### config.mk
export PLATFORM = sky130hd
export DESIGN_NAME = datapath
export DESIGN_NICKNAME = d
export VERILOG_FILES = /design/src/rtl/cpu_pkg.sv /design/src/rtl/ctrl_pkg.sv /design/src/rtl/register_file.sv /design/src/rtl/special_regs.sv /design/src/rtl/alu.sv /design/src/rtl/bus_mux.sv /design/src/rtl/datapath.sv
export SDC_FILE = /design/constraint.sdc
export NUM_CORES = 2
export LEC_CHECK = 0
export BUFFER_PORTS_ARGS = -buffer_cell sky130_fd_sc_hd__buf_4
export CORE_MARGIN = 2
export CORE_UTILIZATION = 25
export CTS_BUF_LIST = sky130_fd_sc_hd__clkbuf_4 sky130_fd_sc_hd__clkbuf_8
export DETAILED_ROUTE_END_ITERATION = 7
export GPL_TIMING_DRIVEN = 0
export PLACE_DENSITY = 0.47
export RECOVER_POWER = 25
export SKIP_CTS_REPAIR_TIMING = 1
export SLEW_MARGIN = 20
export SYNTH_ARGS = -nofsm -noshare
export SYNTH_HDL_FRONTEND = slang
export SYNTH_SLANG_ARGS = --single-unit
### constraint.sdc
create_clock -name clk -period 8.44 [get_ports clk]
set_input_delay 1.688 -clock clk [delete_from_list [all_inputs] [get_ports clk]]
set_output_delay 1.688 -clock clk [all_outputs]
set_load 0.01 [all_outputs]
### src/rtl/cpu_pkg.sv
package cpu_pkg;

    // Data widths.
    typedef logic [31:0] word_t;   // One bus word.
    typedef logic [63:0] dword_t;  // Full ALU result, split into Z high and Z low.

    // Position of the operation field inside an instruction word.
    localparam int op_msb = 31;
    localparam int op_lsb = 27;

    // ALU operation codes as carried in instruction bits 31 to 27.
    typedef enum logic [4:0] {
        op_add = 5'd3,
        op_sub = 5'd4,
        op_and = 5'd5,
        op_or  = 5'd6,
        op_shr = 5'd7,
        op_shl = 5'd8,
        op_mul = 5'd15,
        op_neg = 5'd17,
        op_not = 5'd18,
        op_inc = 5'd31   // PC increment that only the control word ever sets.
    } opcode_t;

endpackage

### src/rtl/ctrl_pkg.sv
package ctrl_pkg;

    // Index into the general register file.
    typedef logic [3:0] reg_idx_t;

    // Which block drives the shared bus in this microstep.
    typedef enum logic [2:0] {
        src_none  = 3'd0,   // Bus idles at zero.
        src_gpr   = 3'd1,
        src_pc    = 3'd2,
        src_mdr   = 3'd3,
        src_zhigh = 3'd4,
        src_zlow  = 3'd5,
        src_y     = 3'd6,
        src_ir    = 3'd7
    } bus_src_t;

    // One microstep of control, applied for a single clock cycle.
    typedef struct packed {
        bus_src_t         bus_src;  // Bus driver.
        reg_idx_t         gpr_out;  // Register read when bus_src is src_gpr.
        logic             gpr_in;   // Write the bus into a general register.
        reg_idx_t         gpr_sel;  // Register written when gpr_in is set.
        logic             pc_in;
        logic             ir_in;
        logic             mar_in;
        logic             mdr_in;
        logic             y_in;
        logic             z_in;     // Z takes the whole ALU result.
        logic             read;     // MDR loads from memory, not the bus.
        cpu_pkg::opcode_t alu_op;
    } ctrl_t;

endpackage

### src/rtl/register_file.sv
`timescale 1ns/10ps

module register_file #(
    parameter int num_regs = 16
) (
    input  logic              clk,
    input  logic              arst_n,
    input  logic              wr_en,
    input  ctrl_pkg::reg_idx_t wr_sel,
    input  ctrl_pkg::reg_idx_t rd_sel,
    input  cpu_pkg::word_t    data_in,
    output cpu_pkg::word_t    data_out
);

    cpu_pkg::word_t regs [num_regs];

    // Writes to an index past the last register are dropped.
    always_ff @(posedge clk or negedge arst_n)
    begin
        if (!arst_n)
        begin
            for (int i = 0; i < num_regs; i++)
            begin
                regs[i] <= '0;
            end
        end
        else if (wr_en && (int'(wr_sel) < num_regs))
        begin
            regs[wr_sel] <= data_in;
        end
    end

    // Asynchronous read so the bus sees the register in the same cycle.
    always_comb
    begin
        if (int'(rd_sel) < num_regs)
        begin
            data_out = regs[rd_sel];
        end
        else
        begin
            data_out = '0;   // Unused index reads as zero.
        end
    end

endmodule

### src/rtl/special_regs.sv
`timescale 1ns/10ps

module special_regs (
    input  logic            clk,
    input  logic            arst_n,
    input  ctrl_pkg::ctrl_t ctrl,
    input  cpu_pkg::word_t  bus,
    input  cpu_pkg::word_t  mem_data_in,
    input  cpu_pkg::dword_t alu_result,
    output cpu_pkg::word_t  pc,
    output cpu_pkg::word_t  ir,
    output cpu_pkg::word_t  mar,
    output cpu_pkg::word_t  mdr,
    output cpu_pkg::word_t  y,
    output cpu_pkg::word_t  z_high,
    output cpu_pkg::word_t  z_low
);

    cpu_pkg::word_t mdr_next;

    // Memory read takes priority over the bus as the MDR source.
    assign mdr_next = ctrl.read ? mem_data_in : bus;

    always_ff @(posedge clk or negedge arst_n)
    begin
        if (!arst_n)
        begin
            pc     <= '0;
            ir     <= '0;
            mar    <= '0;
            mdr    <= '0;
            y      <= '0;
            z_high <= '0;
            z_low  <= '0;
        end
        else
        begin
            if (ctrl.pc_in)
            begin
                pc <= bus;
            end
            if (ctrl.ir_in)
            begin
                ir <= bus;
            end
            if (ctrl.mar_in)
            begin
                mar <= bus;   // Address goes out to memory.
            end
            if (ctrl.mdr_in)
            begin
                mdr <= mdr_next;
            end
            if (ctrl.y_in)
            begin
                y <= bus;     // First ALU operand.
            end
            // Both halves load together from one result.
            if (ctrl.z_in)
            begin
                z_high <= alu_result[63:32];
                z_low  <= alu_result[31:0];
            end
        end
    end

endmodule

### src/rtl/alu.sv
`timescale 1ns/10ps

module alu (
    input  cpu_pkg::opcode_t op,
    input  cpu_pkg::word_t   a,
    input  cpu_pkg::word_t   b,
    output cpu_pkg::dword_t  result
);

    logic signed [63:0] a_wide;
    logic signed [63:0] b_wide;
    logic signed [63:0] product;
    logic [4:0]         shamt;
    cpu_pkg::word_t     narrow;    // Result of the 32-bit operations.
    logic               use_wide;  // Take the full 64-bit product.

    // Signed operands so the upper half carries the sign of the product.
    assign a_wide  = {{32{a[31]}}, a};
    assign b_wide  = {{32{b[31]}}, b};
    assign product = a_wide * b_wide;

    assign shamt = b[4:0];   // Only five bits are meaningful for a 32-bit shift.

    always_comb
    begin
        narrow   = '0;
        use_wide = 1'b0;
        case (op)
            cpu_pkg::op_add:
            begin
                narrow = a + b;
            end
            cpu_pkg::op_sub:
            begin
                narrow = a - b;
            end
            cpu_pkg::op_and:
            begin
                narrow = a & b;
            end
            cpu_pkg::op_or:
            begin
                narrow = a | b;
            end
            cpu_pkg::op_shr:
            begin
                narrow = a >> shamt;   // Logical, zero fill.
            end
            cpu_pkg::op_shl:
            begin
                narrow = a << shamt;
            end
            cpu_pkg::op_mul:
            begin
                use_wide = 1'b1;
            end
            cpu_pkg::op_neg:
            begin
                narrow = ~b + 32'd1;
            end
            cpu_pkg::op_not:
            begin
                narrow = ~b;
            end
            // Program counter update. The bus carries the old PC.
            cpu_pkg::op_inc:
            begin
                narrow = b + 32'd1;
            end
            default:
            begin
                narrow = '0;
            end
        endcase
    end

    // Only mul fills the high word; everything else is zero-extended.
    always_comb
    begin
        if (use_wide)
        begin
            result = product;
        end
        else
        begin
            result = {32'd0, narrow};
        end
    end

endmodule

### src/rtl/bus_mux.sv
`timescale 1ns/10ps

module bus_mux (
    input  ctrl_pkg::bus_src_t src,
    input  cpu_pkg::word_t     gpr,
    input  cpu_pkg::word_t     pc,
    input  cpu_pkg::word_t     ir,
    input  cpu_pkg::word_t     mdr,
    input  cpu_pkg::word_t     y,
    input  cpu_pkg::word_t     z_high,
    input  cpu_pkg::word_t     z_low,
    output cpu_pkg::word_t     bus
);

    // The encoded source names one driver, so there is nothing to arbitrate.
    always_comb
    begin
        case (src)
            ctrl_pkg::src_gpr:   bus = gpr;
            ctrl_pkg::src_pc:    bus = pc;
            ctrl_pkg::src_mdr:   bus = mdr;
            ctrl_pkg::src_zhigh: bus = z_high;
            ctrl_pkg::src_zlow:  bus = z_low;
            ctrl_pkg::src_y:     bus = y;
            ctrl_pkg::src_ir:    bus = ir;
            default:             bus = '0;   // src_none.
        endcase
    end

endmodule

### src/rtl/datapath.sv
`timescale 1ns/10ps

module datapath #(
    parameter int num_regs = 16
) (
    input  logic            clk,
    input  logic            arst_n,
    input  ctrl_pkg::ctrl_t ctrl,
    input  cpu_pkg::word_t  mem_data_in,
    output cpu_pkg::word_t  bus_data,
    output cpu_pkg::word_t  pc,
    output cpu_pkg::word_t  ir,
    output cpu_pkg::word_t  mar,
    output cpu_pkg::word_t  mdr,
    output cpu_pkg::word_t  y,
    output cpu_pkg::word_t  z_high,
    output cpu_pkg::word_t  z_low
);

    cpu_pkg::word_t  gpr_data;     // Selected general register.
    cpu_pkg::dword_t alu_result;

    register_file #(
        .num_regs (num_regs)
    ) u_register_file (
        .clk      (clk),
        .arst_n   (arst_n),
        .wr_en    (ctrl.gpr_in),
        .wr_sel   (ctrl.gpr_sel),
        .rd_sel   (ctrl.gpr_out),
        .data_in  (bus_data),
        .data_out (gpr_data)
    );

    special_regs u_special_regs (
        .clk         (clk),
        .arst_n      (arst_n),
        .ctrl        (ctrl),
        .bus         (bus_data),
        .mem_data_in (mem_data_in),
        .alu_result  (alu_result),
        .pc          (pc),
        .ir          (ir),
        .mar         (mar),
        .mdr         (mdr),
        .y           (y),
        .z_high      (z_high),
        .z_low       (z_low)
    );

    // Y is always the first operand, the bus the second.
    alu u_alu (
        .op     (ctrl.alu_op),
        .a      (y),
        .b      (bus_data),
        .result (alu_result)
    );

    bus_mux u_bus_mux (
        .src    (ctrl.bus_src),
        .gpr    (gpr_data),
        .pc     (pc),
        .ir     (ir),
        .mdr    (mdr),
        .y      (y),
        .z_high (z_high),
        .z_low  (z_low),
        .bus    (bus_data)
    );

endmodule

# ---- Yosys cells after proc, flatten, opt, wreduce, memory -nomap -nowiden
# Cells that the tools add are included.
# Widths: inputs -> output; s select.
dict set report totals {
  reg_bits 736
  latch_bits 0
  ramBits 0
  rom_bits 0
  input_bits 58
  out_inout_bits 256
  word_cells 67
  mem_count 0
}
dict set report classes {
  addsub 4
  mul 1
  n_div 0
  order_cmp 3
  n_eq_ne 17
  shift 2
  n_mux 11
  n_bitwise 5
  reduce_logical 1
}
# op count
set ops {}
lappend ops {{$bwmux 512} 1}
lappend ops {{$pmux 32 s9} 1}
lappend ops {{$pmux 32 s7} 1}
lappend ops {{$bmux 32 s4} 1}
lappend ops {{$demux 32 s4} 1}
lappend ops {{$mux 32} 4}
lappend ops {{$add 32x1->32 const B} 2}
lappend ops {{$mul 32x32->64} 1}
lappend ops {{$mux 64} 1}
lappend ops {{$add 32x32->32} 1}
lappend ops {{$and 32x32->32} 1}
lappend ops {{$not 32->32} 1}
lappend ops {{$or 32x32->32} 1}
lappend ops {{$shl 32x5->32} 1}
lappend ops {{$shr 32x5->32} 1}
lappend ops {{$sub 32x32->32} 1}
lappend ops {{$eq 5x3->1 const B} 4}
lappend ops {{$eq 5x5->1 const B} 3}
lappend ops {{$eq 3x3->1 const B} 4}
lappend ops {{$eq 5x4->1 const B} 2}
lappend ops {{$ge 5x5->1 const B} 2}
lappend ops {{$not 4->5} 2}
lappend ops {{$eq 3x2->1 const B} 2}
lappend ops {{$eq 5x2->1 const B} 1}
lappend ops {{4 further kinds} 4}

# ---- Depth between registers and ports, before layout
dict set report logic_depth {
  word_depth 9
  depth_mapped 42
  mapped_depth_nobuf 33
}

# ---- Cells and area by module
# From an unflattened synthesis, not the netlist that was laid out.
dict set report unflattened {
  hier_cells 7295
  hier_area_um2 78143.7
}
# mod instances cells_per_inst area_per_inst_um2 seq_area_each_um2
set by_module_without_submodules {}
lappend by_module_without_submodules {alu 1 5141 44133.6 0.0}
lappend by_module_without_submodules {register_file 1 1404 22774.3 12812.3}
lappend by_module_without_submodules {special_regs 1 546 9053.7 5605.4}
lappend by_module_without_submodules {bus_mux 1 204 2182.1 0.0}

# ---- Worst setup path after synthesis
# Ideal clock, no wire load.
dict set report synth_path {
  path_type {input-to-reg}
  from {input ctrl[17] (netlist bit)}
  to {register u_special_regs.z_high[30]}
  setup_ps 126
  arrival_time_ps 11138
  t_required_ps 8314
  setup_slack_ps -2824
  stages 35
  n_path_buf 9
  path_cell_list {buf_6 > buf_12 > buf_12 > buf_12 > mux2i_1 > a22oi_1 > nand2_1 > o221a_1 > buf_2 > inv_2 > clkbuf_1 > clkbuf_1 > clkbuf_1 > and2_1 > fa_1 > fa_1 > fa_1 > fa_1 > inv_1 > fa_1 > inv_1 > fa_1 > fa_1 > fa_1 > ha_1 > clkbuf_1 > and3_1 > a221o_1 > a21oi_1 > nand3_1 > a21oi_1 > o21ai_0 > a41oi_1 > o21bai_1 > a311o_1}
}
dict set report synth_between {
  elab_chain_cells 7
}
# element line_no
set synth_lines {}
lappend synth_lines {{from (decl)} datapath.sv:8} ;# input ctrl_pkg::ctrl_t ctrl,
lappend synth_lines {{$not 4->5 (implied by the code)} register_file.sv:38} ;# data_out = regs[rd_sel];
lappend synth_lines {{$bmux 32 s4} register_file.sv:38}
lappend synth_lines {{$mux 32 (implied by the code) (2 in a row)} register_file.sv:38}
lappend synth_lines {{$pmux 32 s7} bus_mux.sv:18} ;# case (src)
lappend synth_lines {{$mul 32x32->64} alu.sv:20} ;# assign product = a_wide * b_wide;
lappend synth_lines {{$mux 64} alu.sv:80} ;# if (use_wide)
lappend synth_lines {{to (signal assigned)} special_regs.sv:61} ;# z_high <= alu_result[63:32];
lappend synth_lines {{to (decl)} special_regs.sv:15} ;# output cpu_pkg::word_t z_high,
# No other way between the ends. The select of a mux whose other input is x is not followed.
# A chain may end at the register's enable or synchronous reset.

# ---- Worst setup path after layout
dict set report layout_path {
  from {input ctrl[17] (netlist bit)}
  to {register u_special_regs.z_high[31]}
}
# Same word-level chain as after synthesis.

==> qor.yml <==
cells_and_area:
  area_growth_pct: 23.82
  drive_gt1_share_pct: 20.67
  layout_commonest_cell: "fa_1"
  ff_latch_area_um2: 18420
  fill_cells: 32264
  multiInputGateArea_um2: 53970
  fin_util_pct: 31.08
  nNetsFinal: 10317
  layout_common_cells: "1019 x fa_1, 1001 x inv_1, 963 x nand2_1"
clocking:
  cts-htree-levels: 4
  cts_tree: "done"
  clock_path_buffers: 3
  cts_made_buffers: 132
  insertion_delay_ns: 0.90
  clkTransAtPathRegs_ns: 0.06
  cts_num_sinks: 736
  cts_root_buffer: "clkbuf_8"
global_routing:
  grt_max_degree: 101
  grt_pass1_wl_um: 590700
  grt_pass1_vias: 69837
  overflow: 0
  grt_antenna_before_repair: 69
  grtUsageTotal_pct: 27.62
floorplanning:
  fp.dieW_um: 557.9
  rows: 203
  initial_core_util_pct: 25.10
  coreArea_um2: 305600
  dieHeight_um: 557.9
  io_pins: 314
  die-area_um2: 311200
setup_path:
  setup.worst_path.class: "input port to flop"
  end_kind: "flop"
  crit_path_start_kind: "input port"
  crit_arrival_ns: 11.46
  critPathRequiredTime_ns: 9.25
  crit_buf_inv: 13
  crit_slowest_cell: "fa_1"
  cpPeakStageDelay_ns: 0.64
  crit_fanout: 10
  cpLargestDelayFamily: "adder cells"
synthesis:
  syn_area_um2: 76690
  syn-num-nets: 9568
  syn_inst: 8208
  ys.flop_type: "dfrtp_1"
  synth_edf_count: 0
  avgSynthCellArea_um2: 9.344
  yosysSeqAreaShare_pct: 24.01
  async_reset_ff_share_pct: 100.0
  synth_cell_types: 98
  synth_seq_cells: 736
  synth_warnings: 0
timing:
  drv_slew: 402
  fmax_mhz: 93.88
  finalCritPeriodShare_pct: 126.2
  rsz0062_at_grt: "true"
  hold_viol: 0
  finClkSkew_ns: 0.04309
  tightest_slew_ns: 3.937
  setup_ws_ns: -2.212
  maxSlewHeadroom_pct: -162.4
  worst_hold_slack_ns: 0.4759
  post-route-min-period_ns: 10.65
  setup-violations-final: 55
route:
  routed_via_density: 5.273
  dr.pass1.iters: 6
  drt_iter0_drc: 7706
  routedWlPerCell_um: 33.40
  wirelength_um: 440900
  drc_errors: 0
  drtAntennaViolNets: 0
  vias: 69602
placement:
  dp_hpwl_um: 354200
  portBuffers: 303
  place_congestion: 0.9944
run_status:
  violations: "capacitance limit, slew limit, setup timing"
  outcome: "finished with violations"
min_path:
  worstHoldPathType: "flop to flop"
flow_run:
  cap_viol_max_count: 6
## cells by family after synthesis
logic type               count (synthesis)  share of synthesized area [%]
multiplexers                           430                          7.969
adder cells (fa/ha/maj)               1302                          31.84
AO/OA/AOI/OAI                         1438                          11.27
buffers and inverters                 1705                          8.715
AND/OR/NAND/NOR                       2451                          14.52
flip-flops                             736                          24.01
XOR/XNOR                               146                          1.667
## per-stage QoR
step                instances  cell area [µm²]  setup TNS, ns  setup slack, ns
finish                  13200            94960         -81.91           -2.212
global route            13168            94880         -88.68           -2.274
CTS                     12870            88390        -225.97           -5.466
detailed placement      12631            85520        -283.07           -6.387
global placement        12611            85020       -2335.21           -6.697
floorplan                8208            77620         -70.09           -2.038
## sequential cells by signal, indices dropped and copies added, names as in the netlist
| signal | flops |
|---|---|
| u_special_regs.z_high | 32 |
| u_special_regs.z_low | 32 |
| u_special_regs.ir | 32 |
| u_special_regs.y | 32 |
| u_special_regs.pc | 32 |
| u_special_regs.mar | 32 |
| u_special_regs.mdr | 32 |
| u_register_file.regs | 512 |
## worst register-to-register path, delay by kind of cell, from the launching register on
| family | cells | cell delay [ns] |
|---|---|---|
| buf+inv | 8 | 1.17 |
| fa+ha+maj | 9 | 4.27 |
| simple gates | 7 | 1.39 |
| mux | 1 | 0.49 |
| flops | 1 | 0.67 |
| compound gates | 8 | 2.10 |
## synth_stat cells, types with 30 or more instances
cell / count / area [µm²]
a21o_1: 56 / 420.4
a21oi_1: 598 / 2993
a221oi_1: 31 / 271.5
a22o_1: 30 / 262.8
a31oi_1: 39 / 244.0
and2_1: 376 / 2352
and3_1: 31 / 193.9
buf_1: 75 / 281.5
buf_2: 46 / 230.2
clkbuf_1: 503 / 1888
dfrtp_1: 736 / 18420
fa_1: 1083 / 21680
ha_1: 219 / 2740
inv_1: 1037 / 3892
mux2_2: 127 / 1430
mux2i_1: 173 / 1732
mux4_2: 123 / 2770
nand2_1: 987 / 3705
nand2b_1: 31 / 193.9
nand3_1: 60 / 300.3
nor2_1: 701 / 2631
nor2b_1: 95 / 594.3
nor3_1: 64 / 320.3
o21ai_0: 370 / 1852
xnor2_1: 120 / 1051
## layer usage
layer | GRT usage (%) | share of wire (%) | up-vias
met2 | 41.76 | 44 | 3964
met1 | 37.12 | 41 | 36694
met3 | 4.986 | 9.0 | 840
met5 | 0 | 0.042 | -
li1 | - | - | 28082
met4 | 15.51 | 6.6 | 22
## final timing paths
check	depth (start not counted)	slack [ns]	to	startpoint
worst max-delay path	37	-2.21	u_special_regs.z_high[31]	ctrl[17]
worst min-delay path	2	0.48	u_register_file.regs[487]	u_register_file.regs[487]
worst max register to register	33	-1.72	u_special_regs.z_high[31]	u_special_regs.y[0]
worst min register to register	2	0.48	u_register_file.regs[487]	u_register_file.regs[487]
max in group asynchronous	3	1.15	u_special_regs.y[3]	arst_n
min in group asynchronous	1	2.17	u_special_regs.mar[12]	arst_n
## cell type report
class,count,share of cell area (%)
Buffer,627,5.000
Tap cell,4100,5.402
Clock buffer,220,2.859
Sequential cell,736,19.39
Timing Repair inverter,1,0.005270
Antenna cell,38,0.1001
Timing Repair Buffer,638,5.911
Inverter,1054,4.332
Clock inverter,19,0.1634
Multi-Input combinational cell,5767,56.83
Power is left out: the tool's default activity adds up to more than one toggle a clock period on the data nets, which glitch-free logic cannot reach.
